--- src/btac_defines.svh ---
`ifndef BTAC_DEFINES_SVH
`define BTAC_DEFINES_SVH

// instruction address width.
`define BTAC_ADDR_W 32

// entries in the direct-mapped buffer.
`define BTAC_DEPTH 64

// log2 of the depth, so the index is pc[7:2].
`define BTAC_INDEX_W 6

`endif

--- src/btac_pkg.sv ---
`default_nettype none

`include "btac_defines.svh"

package btac_pkg;

  typedef logic [`BTAC_ADDR_W-1:0] addr_t;
  typedef logic [`BTAC_INDEX_W-1:0] btb_index_t;

  // all-zero entry means empty.
  typedef struct packed {
    addr_t target;
    addr_t pc;
    addr_t npc;
  } btb_entry_t;

  typedef struct packed {
    logic clear;
    addr_t fetch_pc0;
    addr_t fetch_pc1;
    addr_t upd_pc0;
    addr_t upd_npc0;
    addr_t upd_addr0;
    logic upd_jal0;
    logic upd_branch0;
    logic upd_jump0;
    addr_t upd_pc1;
    addr_t upd_npc1;
    addr_t upd_addr1;
    logic upd_jal1;
    logic upd_branch1;
    logic upd_jump1;
    // prediction the fetch stage acted on.
    logic taken;
    addr_t taddr;
    addr_t tpc;
    addr_t tnpc;
  } btac_in_t;

  typedef struct packed {
    logic pred_branch;
    addr_t pred_baddr;
    addr_t pred_pc;
    addr_t pred_npc;
    logic pred_miss;
    addr_t pred_maddr;
  } btac_out_t;

  typedef struct packed {
    btb_index_t raddr0;
    btb_index_t raddr1;
  } btb_read_t;

  typedef struct packed {
    logic wen;
    btb_index_t waddr;
    btb_entry_t wdata;
  } btb_write_t;

  typedef struct packed {
    btb_entry_t rdata0;
    btb_entry_t rdata1;
  } btb_out_t;

endpackage

`default_nettype wire

--- src/btac_lookup.sv ---
`timescale 1ns/1ps
`default_nettype none

`include "btac_defines.svh"

module btac_lookup (
  input  logic                 clock,
  input  logic                 reset,
  input  btac_pkg::btac_in_t   btac_in,
  input  btac_pkg::btb_out_t   btb_out,
  output btac_pkg::btb_read_t  btb_read,
  output btac_pkg::btac_out_t  prediction
);

  btac_pkg::addr_t pc0_q;
  btac_pkg::addr_t pc1_q;
  btac_pkg::btb_index_t raddr0_q;
  btac_pkg::btb_index_t raddr1_q;

  btac_pkg::addr_t pc0_d;
  btac_pkg::addr_t pc1_d;
  btac_pkg::btb_index_t raddr0_d;
  btac_pkg::btb_index_t raddr1_d;

  logic hit0;
  logic hit1;

  // hold the last fetch while flushing.
  always_comb begin
    pc0_d = pc0_q;
    pc1_d = pc1_q;
    raddr0_d = raddr0_q;
    raddr1_d = raddr1_q;
    if (!btac_in.clear) begin
      pc0_d = btac_in.fetch_pc0;
      pc1_d = btac_in.fetch_pc1;
      raddr0_d = btac_in.fetch_pc0[`BTAC_INDEX_W+1:2];
      raddr1_d = btac_in.fetch_pc1[`BTAC_INDEX_W+1:2];
    end
  end

  assign btb_read.raddr0 = raddr0_d;
  assign btb_read.raddr1 = raddr1_d;

  always_ff @(posedge clock) begin
    if (!reset) begin
      pc0_q <= '0;
      pc1_q <= '0;
      raddr0_q <= '0;
      raddr1_q <= '0;
    end else begin
      pc0_q <= pc0_d;
      pc1_q <= pc1_d;
      raddr0_q <= raddr0_d;
      raddr1_q <= raddr1_d;
    end
  end

  // tag check against the full pc.
  assign hit0 = (|btb_out.rdata0) && (btb_out.rdata0.pc == pc0_q);
  assign hit1 = (|btb_out.rdata1) && (btb_out.rdata1.pc == pc1_q);

  // lane 0 has priority.
  always_comb begin
    prediction = '0;
    if (!btac_in.clear) begin
      prediction.pred_branch = hit0 | hit1;
      prediction.pred_baddr = hit0 ? btb_out.rdata0.target : btb_out.rdata1.target;
      prediction.pred_pc = hit0 ? btb_out.rdata0.pc : btb_out.rdata1.pc;
      prediction.pred_npc = hit0 ? btb_out.rdata0.npc : btb_out.rdata1.npc;
    end
  end

endmodule

`default_nettype wire

--- config.mk ---
export PLATFORM = sky130hd
export DESIGN_NAME = btac_lookup
export DESIGN_NICKNAME = d
export VERILOG_FILES = /design/src/btac_pkg.sv /design/src/btac_lookup.sv
export VERILOG_INCLUDE_DIRS = /design/src
export SDC_FILE = /design/constraint.sdc
export NUM_CORES = 1
export LEC_CHECK = 0
export BUFFER_PORTS_ARGS = -buffer_cell sky130_fd_sc_hd__buf_4
export CAP_MARGIN = 5
export CORE_AREA = 5 5 268 270
export DETAILED_ROUTE_END_ITERATION = 8
export DIE_AREA = 0 0 273 275
export HOLD_SLACK_MARGIN = 0.12
export PLACE_DENSITY_LB_ADDON = 0.15
export SYNTH_ARGS = -nofsm -noshare
export SYNTH_HDL_FRONTEND = slang
export SYNTH_SLANG_ARGS = --single-unit
--- constraint.sdc ---
create_clock -name clock -period 2.9 [get_ports clock]
set_input_delay 0.58 -clock clock [delete_from_list [all_inputs] [get_ports clock]]
set_output_delay 0.58 -clock clock [all_outputs]
set_load 0.005 [all_outputs]
-- Word-level counts from Yosys, hierarchy flattened
Index checks and enable logic that the tools add are counted.
- input port bits: 554
- register bits: 76
- word-level logic and storage cells: 17
- output and inout bits: 142
- bitwise operators: 1
- mux-type cells: 6
- equality and inequality tests: 2
- reductions and logical operators: 4
- operators by type and width (kind ; number):
    $reduce_or 96->1 ; 2
    $mux 97 ; 1
    $mux 32 ; 3
    $eq 32x32->1 ; 2
    $mux 6 ; 2
    $logic_and 1x1->1 ; 2
    $or 1x1->1 ; 1

-- Logic depth before layout (Yosys ltp)
Gate-level depths: netlist (run 1).
- depth after elaboration: 4
- gate-level depth with buffers: 8
- mapped depth without buffers: 5

-- Worst setup path before layout (run 1)
No wires, ideal clock.
- path type: input -> output
- from: input port btb_out[148] (netlist bit)
- to: output port prediction[100] (netlist bit)
- buffers on the path: 3
- path slack: 0.316 ns
- data required time: 2.320 ns
- arrival time: 2.004 ns
- cell stages on the path: 8
- cell sequence: xor2_1 nor4_1 nand4_1 a211oi_1 buf_6 buf_6 buf_8 mux2i_1
- RTL lines (what ; RTL line ; source):
    start, declared ; btac_lookup.sv:10 ; input btac_pkg::btb_out_t btb_out,
    end, declared ; btac_lookup.sv:12 ; output btac_pkg::btac_out_t prediction

==> flow_summary_export.csv, run 1 <==
group,metric,value,unit
global_routing,track_usage,0.118,
cts,cts_inserted_buffers,9,
route,first_iter_violations,180,
critical_path,crit_arrival,2.84,ns
critical_path,path_cells,"buf_8 > nor4_4 > buf_4 > nand4_1 > buf_6 > nor4_4 > buf_4 > a211oi_4 > buf_12 > buf_16 > mux2i_1 > buf_4 > buf_6",
cts,htreeDepth,3,
global_routing,grt_pass1_wl,61500,um
worst_hold_path,min_to,"pc1_q[27]$_SDFFE_PN0N_",
sta,final.setup.tns,-41.75,ns
sta,finalCritPeriodShare,1.18,
placement,numPortBuffers,367,
sta,setup_viol,97,
power_and_ir_drop,power_leakage,0.00515,uW
sta,max_slew.worst_pin.slew,0.978,ns
yosys,synth_fa_ha_area_frac,0,
yosys,synth_cells,775,
critical_path,cpMostUsedCell,"buf_4",
yosys,yosysWarnings,0,
sta,fin_ws,-0.517,ns
route,viasPerCell,3.27,
die,start_util,0.0942,
placement,hpwlAfterDp,38700,um
critical_path,crit_start,"btb_out[186]",
power_and_ir_drop,powerDensity,314,mW/mm^2
worst_hold_path,hp-start,"btac_in[322]",
worst_hold_path,hold_depth,3,
critical_path,worst-path-max-fanout,8,
sta,fin_skew,0,ns
yosys,synth_xor_area_frac,0.0859,
yosys,synth_compound_area_frac,0.0176,
status,status,"complete, but fails checks",
sta,finalCriticalPeriod,3.42,ns
cts,max-clock-path-buffers,2,
route,post-route-drc-count,0,
critical_path,timing.rr.start,"raddr0_q[3]$_SDFF_PN0_",
cts,clock_latency,0.37,ns
critical_path,start_kind,"primary input",
cts,clock_sinks,76,
placement,dp.cells,2159,
cells_and_area,drive_gt1_frac,0.447,
yosys,yosysSeqAreaShare,0.233,
die,rows,97,
cts,cts_root_buf,"clkbuf_16",
sta,rsz0062_at_grt,"true",
cells_and_area,n_fill_cell,7889,
critical_path,r2r_setup_slack,2.16,ns
sta,final-hold-violation-count,0,
power_and_ir_drop,ir_worst_vdd,314,uV
yosys,synth_top_family_by_area,"simple AND/OR/NAND/NOR gates",
critical_path,r2r_cells,3,
route,vias,7160,
placement,gp_congestion,0.803,
sta,fmax,293,MHz
yosys,yosysUniqueCellTypes,20,
critical_path,slowest_delay,0.48,ns
global_routing,grt_max_degree,77,
yosys,synth-seq-cells,76,
die,die_area,0.0751,mm^2
cells_and_area,final_cells,2187,
global_routing,grt_pass1_vias,7665,
route,routedWlPerCell,21.2,um
sta,maxSlewHeadroom,0.342,
global_routing,antenna_found_initial,12,
die,coreArea,0.0693,mm^2
yosys,muxShareOfSynthArea,0.227,
critical_path,reg2reg_to,"raddr0_q[3]$_SDFF_PN0_",
job,cap_violations,0,
critical_path,slowest_stage,"nor4_4",
cells_and_area,final_nets,1794,
yosys,netlist_area,0.00653,mm^2
critical_path,critPathRequiredTime,2.32,ns
route,dr.pass1.iters,4,
die,die_h,275,um
critical_path,critPathTopFamily,"buffers and inverters",
cts,cts_tree,"done",
cells_and_area,synthToLayoutAreaGrowth,83.3,%
yosys,synth_simple_gate_area_frac,0.357,
die,fp.dieW,273,um
critical_path,critPathCaptureType,"primary output",
sta,drv_slew,0,
route,drt_wl_total,46400,um
status,violations,"setup timing",
critical_path,path_class,"in -> out",
yosys,syn_avg_cell_area,8.42,um^2
global_routing,grt_overflow,0,
route,postRouteAntennaNets,0,
die,io_pins,696,
critical_path,crit_buf_inv,8,
cts,cts_hold_buf,0,
cts,path_clk_slew,0.07,ns
worst_hold_path,hp-class,"in -> reg",
[what timing repair did]
item,CTS,global route
gates resized for setup,42,33
pin swaps,6,3
cloned,5,0
setup buffers,7,1
setup endpoints to repair,97,97
[placed cells by master (no fill, tap or decap), drive strengths merged, types with 12 or more instances in the layout]
| master | instances |
|---|---|
| and2 | 12 |
| dfxtp | 76 |
| nand2 | 36 |
| buf | 504 |
| xor2 | 64 |
| a21boi | 12 |
| nand4 | 16 |
| mux2i | 148 |
| nor4 | 66 |
| conb | 33 |
| nand2b | 204 |
| nor2b | 52 |
[final cells by class]
type,count,area (um^2),share of cell area
multi-input cells,648,4860,0.406
repair buffers,505,4060,0.339
flip-flops and latches,76,1520,0.127
well taps,940,1180,0.0983
clock buffers,9,225,0.0188
clock inverters,7,123,0.0102
diodes,2,5.00,0.000418
[state kept, by name, summed over array words and instances (netlist names)]
register,count
pc0_q,32
raddr1_q,6
pc1_q,32
raddr0_q,6
[worst reg2reg max path, cell delays in order (launching register included)]
cell and delay, ns:
dfxtp_1 0.29, nand2_1 0.06, nand2_1 0.11, and2_1 0.18
[synth_stat cells, drive strengths merged]
cell | number | share of area
a211oi | 2 | 0.0023
a21boi | 12 | 0.014
and2 | 12 | 0.012
buf | 50 | 0.060
clkbuf | 33 | 0.019
conb | 1 | 0.00057
dfxtp | 76 | 0.23
mux2i | 148 | 0.23
nand2 | 36 | 0.021
nand2b | 204 | 0.20
nand4 | 16 | 0.015
nor2 | 2 | 0.0012
nor2b | 52 | 0.050
nor4 | 66 | 0.063
o21ba | 1 | 0.0015
xor2 | 64 | 0.086
[per-stage QoR]
step	instance area (um^2)	worst slack, ns	hold slack [ns]	total power (uW)	utilization
finish	12000	-0.517	0.455	3760	0.173
floorplan	6650	0.316	0.464	1570	-
detailed placement	11100	-1.35	0.484	2360	0.160
global route	12000	-0.655	0.438	3990	0.173
CTS	11900	-0.561	0.422	3860	0.171
global placement	11100	-1.35	0.483	2360	0.160
[report_power, final]
group	switching, uW	leakage (uW)	internal [uW]	total, uW
combinational	549	0.00436	645	1190
sequential	40.3	0.000628	1100	1150
clock	567	0.000163	848	1420
total	1160	0.00515	2600	3760
[cell families (layout without fill, tap and decap cells)]
| logic type | count (synthesis) | in the layout |
|---|---|---|
| AO/OA/AOI/OAI | 15 | 15 |
| multiplexers | 148 | 148 |
| buffers and inverters | 83 | 521 |
| other | 1 | 35 |
| AND/OR/NAND/NOR | 388 | 388 |
| XOR/XNOR | 64 | 64 |
| flip-flops | 76 | 76 |
[per-layer routing]
metal | up-vias | wire [um] | global-route usage | share of wire
met5 | - | 136 | 0 | 0.0029
met4 | 18 | 732 | 0.0272 | 0.016
met1 | 3252 | 20700 | 0.150 | 0.45
met2 | 334 | 19800 | 0.181 | 0.43
li1 | 3508 | - | - | -
met3 | 48 | 5050 | 0.0556 | 0.11
[how the worst max path moves through the flow]
| stage | end | slack, ns | cells after the start |
|---|---|---|---|
| CTS | prediction[110] | -0.56 | 13 |
| global placement | prediction[61] | -1.35 | 11 |
| finish | prediction[110] | -0.52 | 13 |
| detailed placement | prediction[69] | -1.35 | 12 |
| floorplan | prediction[100] | 0.32 | 8 |
| global route | prediction[110] | -0.65 | 13 |
No activity file was read; power rests on OpenSTA's default activity.
==> run 2: changes to the inputs <==
- ABC_AREA: default -> 1
- CORE_AREA: 5 5 268 270 -> 5 5 266 268
- CTS_CLUSTER_DIAMETER: default -> 40
- DIE_AREA: 0 0 273 275 -> 0 0 271 273
==> run 2 against run 1 <==
Against the previous run:
- sequential share of layout area down 0.20 points
- cell count up 17%
- critical endpoint is now prediction[125]
- the flow still finishes with violations (setup timing)
- first-iteration DRC count up 140%
- critical path type unchanged
- critical path depth up 1
==> flow_summary_export.csv, run 2 <==
group,metric,value,unit
status,status,"complete, but fails checks",
status,violations,"setup timing",
power_and_ir_drop,powerDensity,278,mW/mm^2
global_routing,grt_busiest_layer,"met2",
critical_path,path_class,"in -> out",
cells_and_area,drive_gt1_frac,0.358,
yosys,synth-edff-count,0,
cells_and_area,layout_common_cells,"buf_4, nand2_1, nor2_1",
yosys,yosysWarnings,0,
global_routing,antenna_found_initial,7,
die,io_pins,696,
yosys,syn_avg_cell_area,5.41,um^2
global_routing,track_usage,0.105,
sta,setup_viol,64,
cts,path_clk_slew,0.08,ns
sta,rsz0062_at_grt,"true",
sta,finalCriticalPeriod,2.97,ns
critical_path,cpMostUsedCell,"buf_4",
die,start_util,0.100,
critical_path,crit_arrival,2.39,ns
yosys,synthMostInstantiatedCell,"nand2_1",
global_routing,grt_util_met2,0.161,
route,routedWlPerCell,16.8,um
global_routing,met1_usage,0.138,
die,coreArea,0.0681,mm^2
cts,clock_latency,0.37,ns
global_routing,grt_overflow,0,
yosys,netlist_area,0.00683,mm^2
die,die_h,273,um
yosys,synthTopCellsByArea,"dfxtp_1, nand2_1, nor2_1",
critical_path,critPathRequiredTime,2.32,ns
critical_path,path_cells,"buf_4 > nor2_4 > nand3_1 > nor2_1 > nand2_2 > nor2_4 > buf_6 > nand3_4 > buf_12 > buf_16 > buf_4 > a21oi_1 > nor2_1 > buf_4",
route,drt_wl_total,42900,um
sta,fin_ws,-0.0729,ns
cts,cts_inserted_buffers,9,
placement,hpwlAfterDp,32600,um
placement,place_ws,-0.425,ns
critical_path,slowest_stage,"buf_12",
critical_path,start_kind,"primary input",
yosys,muxShareOfSynthArea,0,
yosys,synth-seq-cells,76,
cells_and_area,n_fill_cell,7914,
worst_hold_path,hp-class,"in -> reg",
yosys,synth_fa_ha_area_frac,0,
yosys,yosysTopAreaCell,"dfxtp_1",
critical_path,worst-path-max-fanout,5,
power_and_ir_drop,power_leakage,0.00581,uW
cells_and_area,final_common_cell,"buf_4",
yosys,synth_top_area_share,0.223,
yosys,synth_compound_area_frac,0.148,
yosys,synth_simple_gate_area_frac,0.417,
yosys,synth_cells,1263,
route,post-route-drc-count,0,
cts,clock_sinks,76,
power_and_ir_drop,ir_worst_vdd,220,uV
yosys,synth_xor_area_frac,0.0346,
global_routing,grt_pass1_wl,58500,um
placement,gp_congestion,0.838,
cells_and_area,multi_input_area,0.00466,mm^2
route,viasPerCell,3.58,
cts,htreeDepth,3,
sta,finalCritPeriodShare,1.03,
cells_and_area,final_nets,2222,
route,dr.pass1.iters,4,
die,die_area,0.0740,mm^2
critical_path,slowest_delay,0.20,ns
die,rows,96,
global_routing,use_met3,0.0429,
global_routing,grt_max_degree,107,
sta,drv_slew,0,
cts,max-clock-path-buffers,2,
route,vias,9158,
yosys,synth.top_cells.by_count,"nand2_1, nor2_1, a21oi_1",
route,first_iter_violations,431,
yosys,yosysUniqueCellTypes,20,
yosys,yosysSeqAreaShare,0.223,
sta,maxSlewHeadroom,0.381,
route,postRouteAntennaNets,0,
sta,max_slew.worst_pin.slew,0.919,ns
yosys,ys.flop_type,"dfxtp_1",
sta,fin_skew,0,ns
sta,fmax,336,MHz
cts,cts_tree,"done",
yosys,synth_top_family_by_area,"simple AND/OR/NAND/NOR gates",
cells_and_area,seqCellArea,0.00153,mm^2
cts,cts_hold_buf,0,
sta,final-hold-violation-count,0,
yosys,async_reset_ff_frac,0,
critical_path,critPathCaptureType,"primary output",
cells_and_area,top_regs,"pc0_q (32), pc1_q (32)",
job,cap_violations,0,
sta,whs,0.444,ns
die,fp.dieW,271,um
global_routing,grt_pass1_vias,9115,
cts,cts_root_buf,"clkbuf_16",
placement,numPortBuffers,367,
cells_and_area,final_util,0.179,
cells_and_area,num_antenna_cells,0,
cells_and_area,synthToLayoutAreaGrowth,78.7,%
run 2: cell types whose count changed after synthesis, sizes merged, moves of 61 or more:
cell	previous run	this run
mux2i	148	0
inv	0	138
a21oi	0	150
nand2b	204	0
nor4	66	0
xor2	64	3
nor2	2	273
nand2	36	304
nand3	0	125
run 2: path summary, 6_finish.rpt:
| check | start | endpoint | slack, ns | cells after the start |
|---|---|---|---|---|
| hold / removal | btac_in[321] | pc1_q[26]$_SDFFE_PN0N_ | 0.44 | 3 |
| setup reg to reg | pc0_q[6]$_SDFFE_PN0N_ | pc0_q[6]$_SDFFE_PN0N_ | 2.23 | 2 |
| setup / recovery | btb_out[168] | prediction[125] | -0.07 | 14 |
| hold reg to reg | pc0_q[24]$_SDFFE_PN0N_ | pc0_q[24]$_SDFFE_PN0N_ | 0.45 | 2 |
run 2: cell type report:
| cell class | count | share of cell area |
|---|---|---|
| Clock buffer | 9 | 0.0184 |
| Timing Repair Buffer | 470 | 0.337 |
| Sequential cell | 76 | 0.125 |
| Tap cell | 882 | 0.0904 |
| Multi-Input combinational cell | 972 | 0.382 |
| Inverter | 139 | 0.0429 |
| Clock inverter | 7 | 0.00471 |
run 2: power breakdown:
group	total (uW)	switching (uW)	internal (uW)	leakage, uW
sequential	1150	37.5	1110	0.000632
clock	1160	567	595	0.000141
combinational	1080	534	544	0.00503
run 2: repair_timing:
action | 4_1_cts | 5_1_grt
setup buffers | 4 | 2
pin swaps | 9 | 52
cloned | 3 | 12
resized for setup | 55 | 114
setup endpoints to repair | 97 | 97
run 2: routing by layer:
layer,up-vias,wire length [um]
li1,4681,-
met1,4091,20200
met2,342,18200
met3,32,3860
met4,12,545
met5,-,79
run 2: through the flow:
step | std cells | TNS [ns] | area, um^2 | total power, uW
floorplan | 1295 | 0 | 6950 | 1610
global route | 2555 | -20.81 | 12200 | 3660
global placement | 2520 | -32.91 | 10900 | 2240
finish | 2555 | -1.30 | 12200 | 3390
detailed placement | 2520 | -33.12 | 10900 | 2240
CTS | 2542 | -5.74 | 11500 | 3470
run 2: cell families (layout without fill, tap and decap cells):
family / after synthesis / after routing
AOI/OAI and AO/OA: 202 / 202
xor gates and xnor gates: 27 / 27
buffers and inverters: 247 / 625
DFF: 76 / 76
other: 1 / 33
and+or+nand+nor: 710 / 710
run 2: worst max-delay path: cells and delay by family:
kind	cells	cell delay (ns)
buffers and inverters	6	0.84
AND/OR/NAND/NOR	7	0.81
AO/OA/AOI/OAI	1	0.13
