`src/btac_defines.svh`:
```
`ifndef BTAC_DEFINES_SVH
`define BTAC_DEFINES_SVH

// instruction address width.
`define BTAC_ADDR_W 32

// entries in the direct-mapped buffer.
`define BTAC_DEPTH 64

// log2 of the depth, so the index is pc[7:2].
`define BTAC_INDEX_W 6

`endif

```
`src/btac_pkg.sv`:
```
`default_nettype none

`include "btac_defines.svh"

package btac_pkg;

  typedef logic [`BTAC_ADDR_W-1:0] addr_t;
  typedef logic [`BTAC_INDEX_W-1:0] btb_index_t;

  // all-zero entry means empty.
  typedef struct packed {
    addr_t target;
    addr_t pc;
    addr_t npc;
  } btb_entry_t;

  typedef struct packed {
    logic clear;
    addr_t fetch_pc0;
    addr_t fetch_pc1;
    addr_t upd_pc0;
    addr_t upd_npc0;
    addr_t upd_addr0;
    logic upd_jal0;
    logic upd_branch0;
    logic upd_jump0;
    addr_t upd_pc1;
    addr_t upd_npc1;
    addr_t upd_addr1;
    logic upd_jal1;
    logic upd_branch1;
    logic upd_jump1;
    // prediction the fetch stage acted on.
    logic taken;
    addr_t taddr;
    addr_t tpc;
    addr_t tnpc;
  } btac_in_t;

  typedef struct packed {
    logic pred_branch;
    addr_t pred_baddr;
    addr_t pred_pc;
    addr_t pred_npc;
    logic pred_miss;
    addr_t pred_maddr;
  } btac_out_t;

  typedef struct packed {
    btb_index_t raddr0;
    btb_index_t raddr1;
  } btb_read_t;

  typedef struct packed {
    logic wen;
    btb_index_t waddr;
    btb_entry_t wdata;
  } btb_write_t;

  typedef struct packed {
    btb_entry_t rdata0;
    btb_entry_t rdata1;
  } btb_out_t;

endpackage

`default_nettype wire

```
`src/btac_resolve.sv`:
```
`timescale 1ns/1ps
`default_nettype none

`include "btac_defines.svh"

module btac_resolve (
  input  logic                 clock,
  input  logic                 reset,
  input  btac_pkg::btac_in_t   btac_in,
  output btac_pkg::btb_write_t btb_write,
  output btac_pkg::btac_out_t  verdict
);

  // taken record.
  logic taken_q;
  btac_pkg::addr_t taddr_q;
  btac_pkg::addr_t tpc_q;
  btac_pkg::addr_t tnpc_q;

  // record in effect this cycle.
  logic live;
  btac_pkg::addr_t rec_taddr;
  btac_pkg::addr_t rec_tpc;
  btac_pkg::addr_t rec_tnpc;

  logic consume;
  logic miss;
  btac_pkg::addr_t maddr;

  // one lane resolving the acted-on prediction; returns 1 if consumed.
  function automatic logic resolve_lane(
    input  logic            jump,
    input  logic            branch,
    input  btac_pkg::addr_t addr,
    input  btac_pkg::addr_t taddr,
    input  btac_pkg::addr_t tnpc,
    output logic            lane_miss,
    output btac_pkg::addr_t lane_maddr
  );
    lane_miss = 1'b0;
    lane_maddr = '0;
    if (jump) begin
      lane_maddr = addr;
      lane_miss = (addr != taddr);
    end else if (branch) begin
      // predicted taken but fell through.
      lane_maddr = tnpc;
      lane_miss = 1'b1;
    end
    return jump | branch;
  endfunction

  always_comb begin
    btb_write = '0;
    if (!btac_in.clear) begin
      btb_write.wen = ((btac_in.upd_jal0 | btac_in.upd_branch0) & btac_in.upd_jump0) |
                      ((btac_in.upd_jal1 | btac_in.upd_branch1) & btac_in.upd_jump1);
      if (btac_in.upd_jump0) begin
        btb_write.waddr = btac_in.upd_pc0[`BTAC_INDEX_W+1:2];
        btb_write.wdata = '{target: btac_in.upd_addr0, pc: btac_in.upd_pc0,
                            npc: btac_in.upd_npc0};
      end else begin
        btb_write.waddr = btac_in.upd_pc1[`BTAC_INDEX_W+1:2];
        btb_write.wdata = '{target: btac_in.upd_addr1, pc: btac_in.upd_pc1,
                            npc: btac_in.upd_npc1};
      end
    end
  end

  // a new record is usable in the cycle it arrives.
  always_comb begin
    live = taken_q;
    rec_taddr = taddr_q;
    rec_tpc = tpc_q;
    rec_tnpc = tnpc_q;
    if (btac_in.clear) begin
      live = 1'b0;
      rec_taddr = '0;
      rec_tpc = '0;
      rec_tnpc = '0;
    end else if (btac_in.taken) begin
      live = 1'b1;
      rec_taddr = btac_in.taddr;
      rec_tpc = btac_in.tpc;
      rec_tnpc = btac_in.tnpc;
    end
  end

  always_comb begin
    miss = 1'b0;
    maddr = '0;
    consume = 1'b0;
    if (!btac_in.clear) begin
      if (live && btac_in.upd_pc0 == rec_tpc) begin
        consume = resolve_lane(btac_in.upd_jump0, btac_in.upd_branch0, btac_in.upd_addr0,
                               rec_taddr, rec_tnpc, miss, maddr);
      end else if (live && btac_in.upd_pc1 == rec_tpc) begin
        consume = resolve_lane(btac_in.upd_jump1, btac_in.upd_branch1, btac_in.upd_addr1,
                               rec_taddr, rec_tnpc, miss, maddr);
      end else if (btac_in.upd_jump0) begin
        // unpredicted redirect.
        miss = 1'b1;
        maddr = btac_in.upd_addr0;
        consume = 1'b1;
      end else if (btac_in.upd_jump1) begin
        miss = 1'b1;
        maddr = btac_in.upd_addr1;
        consume = 1'b1;
      end
    end
  end

  always_comb begin
    verdict = '0;
    verdict.pred_miss = miss;
    verdict.pred_maddr = maddr;
  end

  always_ff @(posedge clock) begin
    if (!reset) begin
      taken_q <= 1'b0;
      taddr_q <= '0;
      tpc_q <= '0;
      tnpc_q <= '0;
    end else begin
      taken_q <= live & ~consume;
      taddr_q <= rec_taddr;
      tpc_q <= rec_tpc;
      tnpc_q <= rec_tnpc;
    end
  end

endmodule

`default_nettype wire

```
`config.mk`:
```
export PLATFORM = sky130hd
export DESIGN_NAME = btac_resolve
export DESIGN_NICKNAME = d
export VERILOG_FILES = /design/src/btac_pkg.sv /design/src/btac_resolve.sv
export VERILOG_INCLUDE_DIRS = /design/src
export SDC_FILE = /design/constraint.sdc
export NUM_CORES = 1
export LEC_CHECK = 0
export ABC_CLOCK_PERIOD_IN_PS = 2810
export BUFFER_PORTS_ARGS = -buffer_cell sky130_fd_sc_hd__buf_2
export CORE_AREA = 5 5 229 231
export CTS_CLUSTER_SIZE = 10
export DETAILED_ROUTE_END_ITERATION = 6
export DIE_AREA = 0 0 234 236
export GPL_ROUTABILITY_DRIVEN = 0
export GPL_TIMING_DRIVEN = 0
export HOLD_SLACK_MARGIN = 0.08
export SLEW_MARGIN = 10
export SYNTH_ARGS = -nofsm -noshare
export SYNTH_HDL_FRONTEND = slang
export SYNTH_SLANG_ARGS = --single-unit
export TNS_END_PERCENT = 10
```
`constraint.sdc`:
```
create_clock -name clock -period 2.81 [get_ports clock]
set_clock_uncertainty 0.15 [all_clocks]
set_input_delay 0.1405 -clock clock [delete_from_list [all_inputs] [get_ports clock]]
set_output_delay 0.1405 -clock clock [all_outputs]
set_load 0.01 [all_outputs]
```
# [After elaboration in Yosys (flattened, before gate mapping)]
# Index checks and enable logic that the tools add are counted.
[totals] reg_bits=97 latch_bits=0 ramBits=0 mem_bits_ro=0 word_cells=50 memories=0
[op_classes] n_addsub=0 mul=0 n_div=0 order_cmp=0 eq_ne=4 shift=0 n_mux=31 bitwise=9 reduce_logical=2
[op_table] op="two-way mux 32 bit" n=15
[op_table] op="two-way mux 103 bit" n=1
[op_table] op="two-way mux 102 bit" n=1
[op_table] op="equality test 32 bit" n=2
[op_table] op="!= test 32 bit" n=2
[op_table] op="two-way mux 1 bit" n=14
[op_table] op="OR 1 bit" n=5
[op_table] op="bitwise AND 1 bit" n=3
[op_table] op="logical AND 1 bit" n=2
[op_table] op="NOT 1 bit" n=1

# [Depth between registers and ports, before layout]
# Gate-level depths: netlist of run 1.
[logic_depth] ltp_word=9 ltp_mapped=13 ltp_nobuf=8

# [Worst setup path before layout of run 1]
# OpenSTA, ideal clock, no wires.
[synth_path] path_type="input to output" start="input port btac_in[96] (netlist bit)" end="output port verdict[32] (netlist bit)" t_arrival_ns=2.585 slack_ns=-0.066 cell_stages=12 n_path_buf=4 cell_sequence="buf_6 buf_6 mux2i_1 or3_1 nand4_1 or4_1 or4_4 buf_6 nor3_4 a31oi_4 and4_1 buf_4"
[synth_via] elab_chain_cells=7 elab_cells_between_ends=17 classes_between="eq/ne: 4; mux: 11; reduce/logical: 2"
[synth_rtl] element="start, declared" line_no="btac_resolve.sv:9" rtl="input btac_pkg::btac_in_t btac_in,"
[synth_rtl] element="two-way mux 32 bit" line_no="btac_resolve.sv:81" rtl="end else if (btac_in.taken) begin"
[synth_rtl] element="two-way mux 32 bit" line_no="btac_resolve.sv:76" rtl="if (btac_in.clear) begin"
[synth_rtl] element="!= test 32 bit or equality test 32 bit (tied branches)" line_no="btac_resolve.sv:44, btac_resolve.sv:97"
[synth_rtl] element="two-way mux 1 bit or logical AND 1 bit (tied branches)" line_no="btac_resolve.sv:42, btac_resolve.sv:97"
[synth_rtl] element="two-way mux 1 bit" line_no="btac_resolve.sv:97" rtl="end else if (live && btac_in.upd_pc1 == rec_tpc) begin"
[synth_rtl] element="two-way mux 1 bit (*)" line_no="btac_resolve.sv:94" rtl="if (live && btac_in.upd_pc0 == rec_tpc) begin"
[synth_rtl] element="two-way mux 1 bit (*)" line_no="btac_resolve.sv:93" rtl="if (!btac_in.clear) begin"
[synth_rtl] element="end, declared" line_no="btac_resolve.sv:11" rtl="output btac_pkg::btac_out_t verdict"
# Mark *: on every way between the ends. The rest lies on a longest branch, timed or not.

==> results of run 1 <==
## state kept, by name, indices dropped and copies added (netlist names)
name,cells
taddr_q,32
tpc_q,32
tnpc_q,32
taken_q,1
## layout make-up
cell class	count	area [µm²]
well taps	672	841
multi-input cells	1049	6660
clock inverters	7	62.6
fillers	5605	35600
repair buffers	513	3010
diodes	14	35.0
clock buffers	9	225
inverters	34	128
flip-flops and latches	97	1950
plain buffers	195	1370
## worst max-delay path: stages, from the launching register on
cell and delay, ps:
dfxtp_2 330, mux2i_4 230, or3_1 160, nand4_1 100, or4_4 570, or4_4 630
buf_12 190, buf_12 150, o21ai_0 70, a21oi_1 60, nor2_1 170, buf_2 190
## stage by stage
stage	power [mW]	cell area, µm²	TNS (ps)
2_1_floorplan	2.40	9590	-45.9
3_3_place_gp	3.10	12600	-113330
3_5_place_dp	3.11	12600	-109430
4_1_cts	4.61	14100	-19930
5_1_grt	4.83	14300	-23780
6_report	4.60	14300	-21690
## placed cells by master, fill, tap and decap left out, drive strengths merged, types with 3 or more instances in the layout
cell type,count
buf,568
conb,97
inv,37
dlygate4sd3,74
nand2,34
nor4,11
xnor2,63
and2,54
a21oi,67
mux2i,161
nor2,222
nor3,5
xor2,4
nand3,6
dfxtp,97
clkbuf,74
or3,58
a31oi,3
nand4,43
nor3b,14
or4,6
diode,14
o21ai,189
## kinds of logic after synthesis
family | count (synthesis) | share of synthesized area, %
AOI/OAI and AO/OA | 264 | 14.8
xor gates and xnor gates | 67 | 6.41
buffers and inverters | 230 | 14.7
DFF | 97 | 21.2
muxes | 163 | 18.0
other | 1 | 0.0410
and+or+nand+nor | 458 | 24.7
## metal layers
metal,up-vias,global-route usage (%),wire (µm)
li1,5472,-,-
met1,5246,21.9,20900
met2,712,33.1,27000
met3,117,4.67,5230
met4,12,7.24,2170
met5,-,0,75
## power groups by stage
stage | registers [mW] | logic, mW | clock network (mW)
floorplan | 1.46 | 0.935 | 0
global placement | 1.46 | 1.64 | 0
detailed placement | 1.46 | 1.65 | 0
CTS | 1.43 | 1.82 | 1.36
global route | 1.44 | 1.98 | 1.41
finish | 1.43 | 1.84 | 1.33
## cells in the mapped netlist (all sizes together), types with 2 or more instances
cell type / n / share of area [%]
nor2: 222 / 9.1
o21ai: 189 / 10
mux2i: 161 / 18
buf: 130 / 11
dfxtp: 97 / 21
a21oi: 67 / 3.7
clkbuf: 66 / 2.7
xnor2: 63 / 6.0
or3: 58 / 4.0
and2: 54 / 3.7
nand4: 43 / 2.9
inv: 34 / 1.4
nand2: 34 / 1.4
nor3b: 14 / 1.1
nor4: 11 / 0.75
nand3: 6 / 0.33
or4: 6 / 0.53
nor3: 5 / 0.45
xor2: 4 / 0.38
a31oi: 3 / 0.37
mux2: 2 / 0.25
nand2b: 2 / 0.14
o21a: 2 / 0.16
## how the worst max path moves through the flow
stage	endpoint	cells after the start	slack, ps	startpoint
floorplan	verdict[32]	12	-50	btac_in[96]
global placement	verdict[32]	15	-1720	btac_in[359]
detailed placement	verdict[32]	15	-1680	btac_in[359]
CTS	verdict[22]	10	-670	taken_q
global route	verdict[30]	10	-790	tpc_q[9]
finish	verdict[22]	11	-730	tpc_q[9]
## what timing repair did
action,CTS,global route
hold buffers,74,0
gates cloned,1,0
pin swaps,29,15
setup buffers,8,1
gates resized for setup,131,35
hold endpoints to repair,74,0
setup endpoints to repair,119,50
==> run metrics, run 1 <==
CP required about 2500 ps; WS Path Type flop to primary output; CTS sink count 97; final wirelength around 55000 µm; max-slew violations 0; Max-Cap Viols 0; worst reg-to-reg setup slack -70 ps; final period utilization 126%; final setup slack of the worst path -730 ps; IO Port Bufs about 430; worst vdd ir roughly 0.00024 V; CTS clk-pin slew, worst paths 80 ps; violated checks negative setup slack; count of different cell masters after synthesis between 40 and 50; clk_lat worst skew roughly 380 ps; routed wire length per instance roughly 21 µm; initial cell density of the core between 10% and 20%; gr ovfl total 0; Power Dens Cells roughly 320 mW/mm²; sequential area share after synthesis between 20% and 30%; # IOs roughly 600; YS warnings 0; via count of the first global-routing pass around 11000; share of layout cells above drive strength 1 between 30 and 40%; pre-CTS setup slack -1680 ps; Main synth FF type dfxtp_1; Routed Antenna Nets 0; #FFs+latches synth 97; Root Buffer Master clkbuf_16; Post-synth EDFFs 0; Switching Share 38.3%; startpoint types flop; H-tree depth 3; Int Pwr between 2 and 3 mW; CP Max Fanout 10; Initial DRC Count approximately 660; total die area ~0.055 mm²; DP Wirelength roughly 46000 µm; die outline height between 200 and 250 µm; status finished, violations left; synthesized area ~0.0092 mm²; Clk pwr share approximately 29%; Critical Path Sink Type primary output; area delta synth->final 56.0%; Worst Min Path Start btac_in[85]; R2R cell count 10; Final Hold Vio Count 0; minimum clock period about 3500 ps; DR vias between 10000 and 15000; fmax 282 MHz; leakage between 6 and 7 nW; Final setup violation count 34; CP arrival about 3300 ps; chip width 234 µm; RSZ-0062 raised after global routing true; Slew Limit Headroom between 30% and 40%; initial antenna violation count 30; total track usage between 10% and 20%; Min-Delay Path Depth 4; CTS tree built; Sequential Power Share 31.1%; Num CTS Buffers 9; vias per cell ~4.5; DRT Pass-1 Iters 5; DR DRC count 0; r2r startpoint tpc_q[9]; fin cells ~2600; HP Class input port to flop; P_sw between 1.5 and 2 mW; syn_area_per_cell between 7 and 8 µm²; ys async rst share 0%; placed instance count between 2000 and 2500; worst slew pin tran ~980 ps; Clock Tree Buf Depth 2; count of mapped cells out of synthesis between 1000 and 1500; Min Hold Slack 94.9 ps; Final Util 28.6%; row count 82; CORE AREA 0.0499 mm²; r2r endpoint taken_q; Logic pwr share between 40% and 50%; Final Net Count 2261; largest net degree at the start of global routing 19; Worst Hold Endpoint taddr_q[21]; first-pass GRT wire length 76300 µm
Power figures use the tool's default switching activity.
==> run 2: changes to the inputs <==
- BUFFER_PORTS_ARGS: -buffer_cell sky130_fd_sc_hd__buf_2 -> -buffer_cell sky130_fd_sc_hd__clkbuf_2
==> run metrics, run 2 (synthesis gave the netlist of run 1 again) <==
CP Max Fanout 8 (-2); fill count 5589 (-0.29%); fmax 290 MHz (+2.7%); chip width 234 µm (unchanged); Root Buffer Master clkbuf_16; Final Net Count 2267 (+0.27%); DR vias 11500 (-0.79%); via count of the first global-routing pass 11100 (-0.38%); Initial DRC Count 662 (+1.1%); routed wire length per instance 21.4 µm (about the same); CTS sink count 97 (unchanged); violated checks negative setup slack; commonest cells after routing, fill and taps aside clkbuf_2, nor2_1, o21ai_0, mux2i_1, buf_4; final period utilization 123% (-3.3 points); Critical Path Sink Type primary output; Final setup violation count 34 (unchanged); clk_lat worst skew 370 ps (about the same); total track usage 18.8% (-0.084 points); total die area 0.0552 mm² (unchanged); vias per cell 4.44 (-0.56%); initial antenna violation count 9 (-70%); pre-CTS setup slack -1720 ps (-37.0 ps); leakage 6.75 nW (+1.4%); startpoint types flop; most common cell after layout, fill and taps aside clkbuf_2; Final Util 29.1% (+0.50 points); CORE AREA 0.0499 mm² (unchanged); Routed Antenna Nets 0 (unchanged); Slew Limit Headroom 29.2% (-5.7 points); final setup slack of the worst path -639 ps (+91.4 ps); DRT Pass-1 Iters 5 (unchanged); RSZ-0062 raised after global routing true; # IOs 595 (unchanged); first-pass GRT wire length 76000 µm (-0.42%); Clock Tree Buf Depth 2 (unchanged); WS Path Type flop to primary output; IO Port Bufs 429 (unchanged); worst vdd ir 0.000224 V (-7.3%); top flop regs taddr_q x32, tnpc_q x32, tpc_q x32; Max-Cap Viols 0 (unchanged); DP Wirelength 46200 µm (-0.11%); max-slew violations 0 (unchanged); gr ovfl total 0 (unchanged); Num CTS Buffers 9 (unchanged); status finished, violations left; die outline height 236 µm (unchanged); Final Hold Vio Count 0 (unchanged); area delta synth->final 58.8%; initial cell density of the core 18.4% (unchanged); worst slew pin tran 1060 ps (+85.5 ps); Overall Power 4.66 mW (+1.2%); DR DRC count 0 (unchanged); minimum clock period 3450 ps (-91.4 ps); CTS clk-pin slew, worst paths 80 ps (about the same); share of layout cells above drive strength 1 37.0% (+1.1 points); Power Dens Cells 321 mW/mm² (-0.53%); CP required 2520 ps (about the same); HP Class input port to flop; CP arrival 3160 ps (-90 ps); H-tree depth 3 (unchanged); final wirelength 55300 µm (-0.21%); CTS tree built; row count 82 (unchanged); largest net degree at the start of global routing 18 (-1)
-- run 2: path summary, 6_finish.rpt --
check / from / to / slack (ps) / cells after the start
setup reg to reg: tpc_q[14] / taken_q / -110 / 10
setup / recovery: tpc_q[14] / verdict[11] / -640 / 11
hold / removal: btac_in[68] / taddr_q[4] / 130 / 4
hold reg to reg: tnpc_q[5] / tnpc_q[5] / 380 / 2
-- run 2: layout make-up --
type | instances | area, µm² | area share (%)
flip-flops and latches | 97 | 1950 | 13.4
repair buffers | 519 | 3100 | 21.4
plain buffers | 195 | 1360 | 9.38
clock buffers | 10 | 229 | 1.58
inverters | 34 | 128 | 0.878
diodes | 2 | 5.00 | 0.0344
well taps | 672 | 841 | 5.79
multi-input cells | 1049 | 6830 | 47.0
clock inverters | 6 | 80.1 | 0.551
-- run 2: what timing repair did --
| item | in CTS | in global routing |
|---|---|---|
| cloned | 1 | 4 |
| setup endpoints to repair | 119 | 54 |
| gates resized for setup | 134 | 80 |
| buffers inserted | 8 | 4 |
| endpoints found under the hold margin | 73 | 1 |
| pin swaps | 47 | 20 |
| hold buffers | 73 | 1 |
-- run 2: layer usage --
| layer | up-vias | share of wire, % | GRT usage (%) | wire, µm |
|---|---|---|---|---|
| met2 | 670 | 49 | 33.4 | 27200 |
| met4 | 12 | 3.5 | 5.77 | 1920 |
| met3 | 88 | 9.1 | 5.03 | 5020 |
| met5 | - | 0.12 | 0 | 69 |
| li1 | 5460 | - | - | - |
| met1 | 5238 | 38 | 21.8 | 21000 |
-- run 2: worst max-delay path, stage by stage (launching register included) --
cell and delay [ps]:
dfxtp_2 330, mux2i_4 220, or3_1 150, nand4_1 80, or4_4 560, or4_4 630, buf_12 200, buf_12 140
o21ai_2 60, a21oi_2 50, nor2_2 180, clkbuf_2 170
-- run 2: where the power goes --
| part | internal (mW) | switching, mW | leakage (nW) |
|---|---|---|---|
| clock | 0.705 | 0.656 | 0.146 |
| combinational | 0.815 | 1.05 | 5.81 |
| sequential | 1.42 | 0.0174 | 0.792 |
-- run 2: per-stage QoR --
stage | setup TNS (ps) | hold WS, ps | area (µm²) | std cells
CTS | -19190 | 107 | 14200 | 2574
finish | -19500 | 130 | 14500 | 2584
global route | -24410 | 148 | 14500 | 2582
global placement | -113250 | 276 | 12600 | 2477
floorplan | -45.9 | 163 | 9590 | 1376
detailed placement | -107420 | 281 | 12600 | 2477
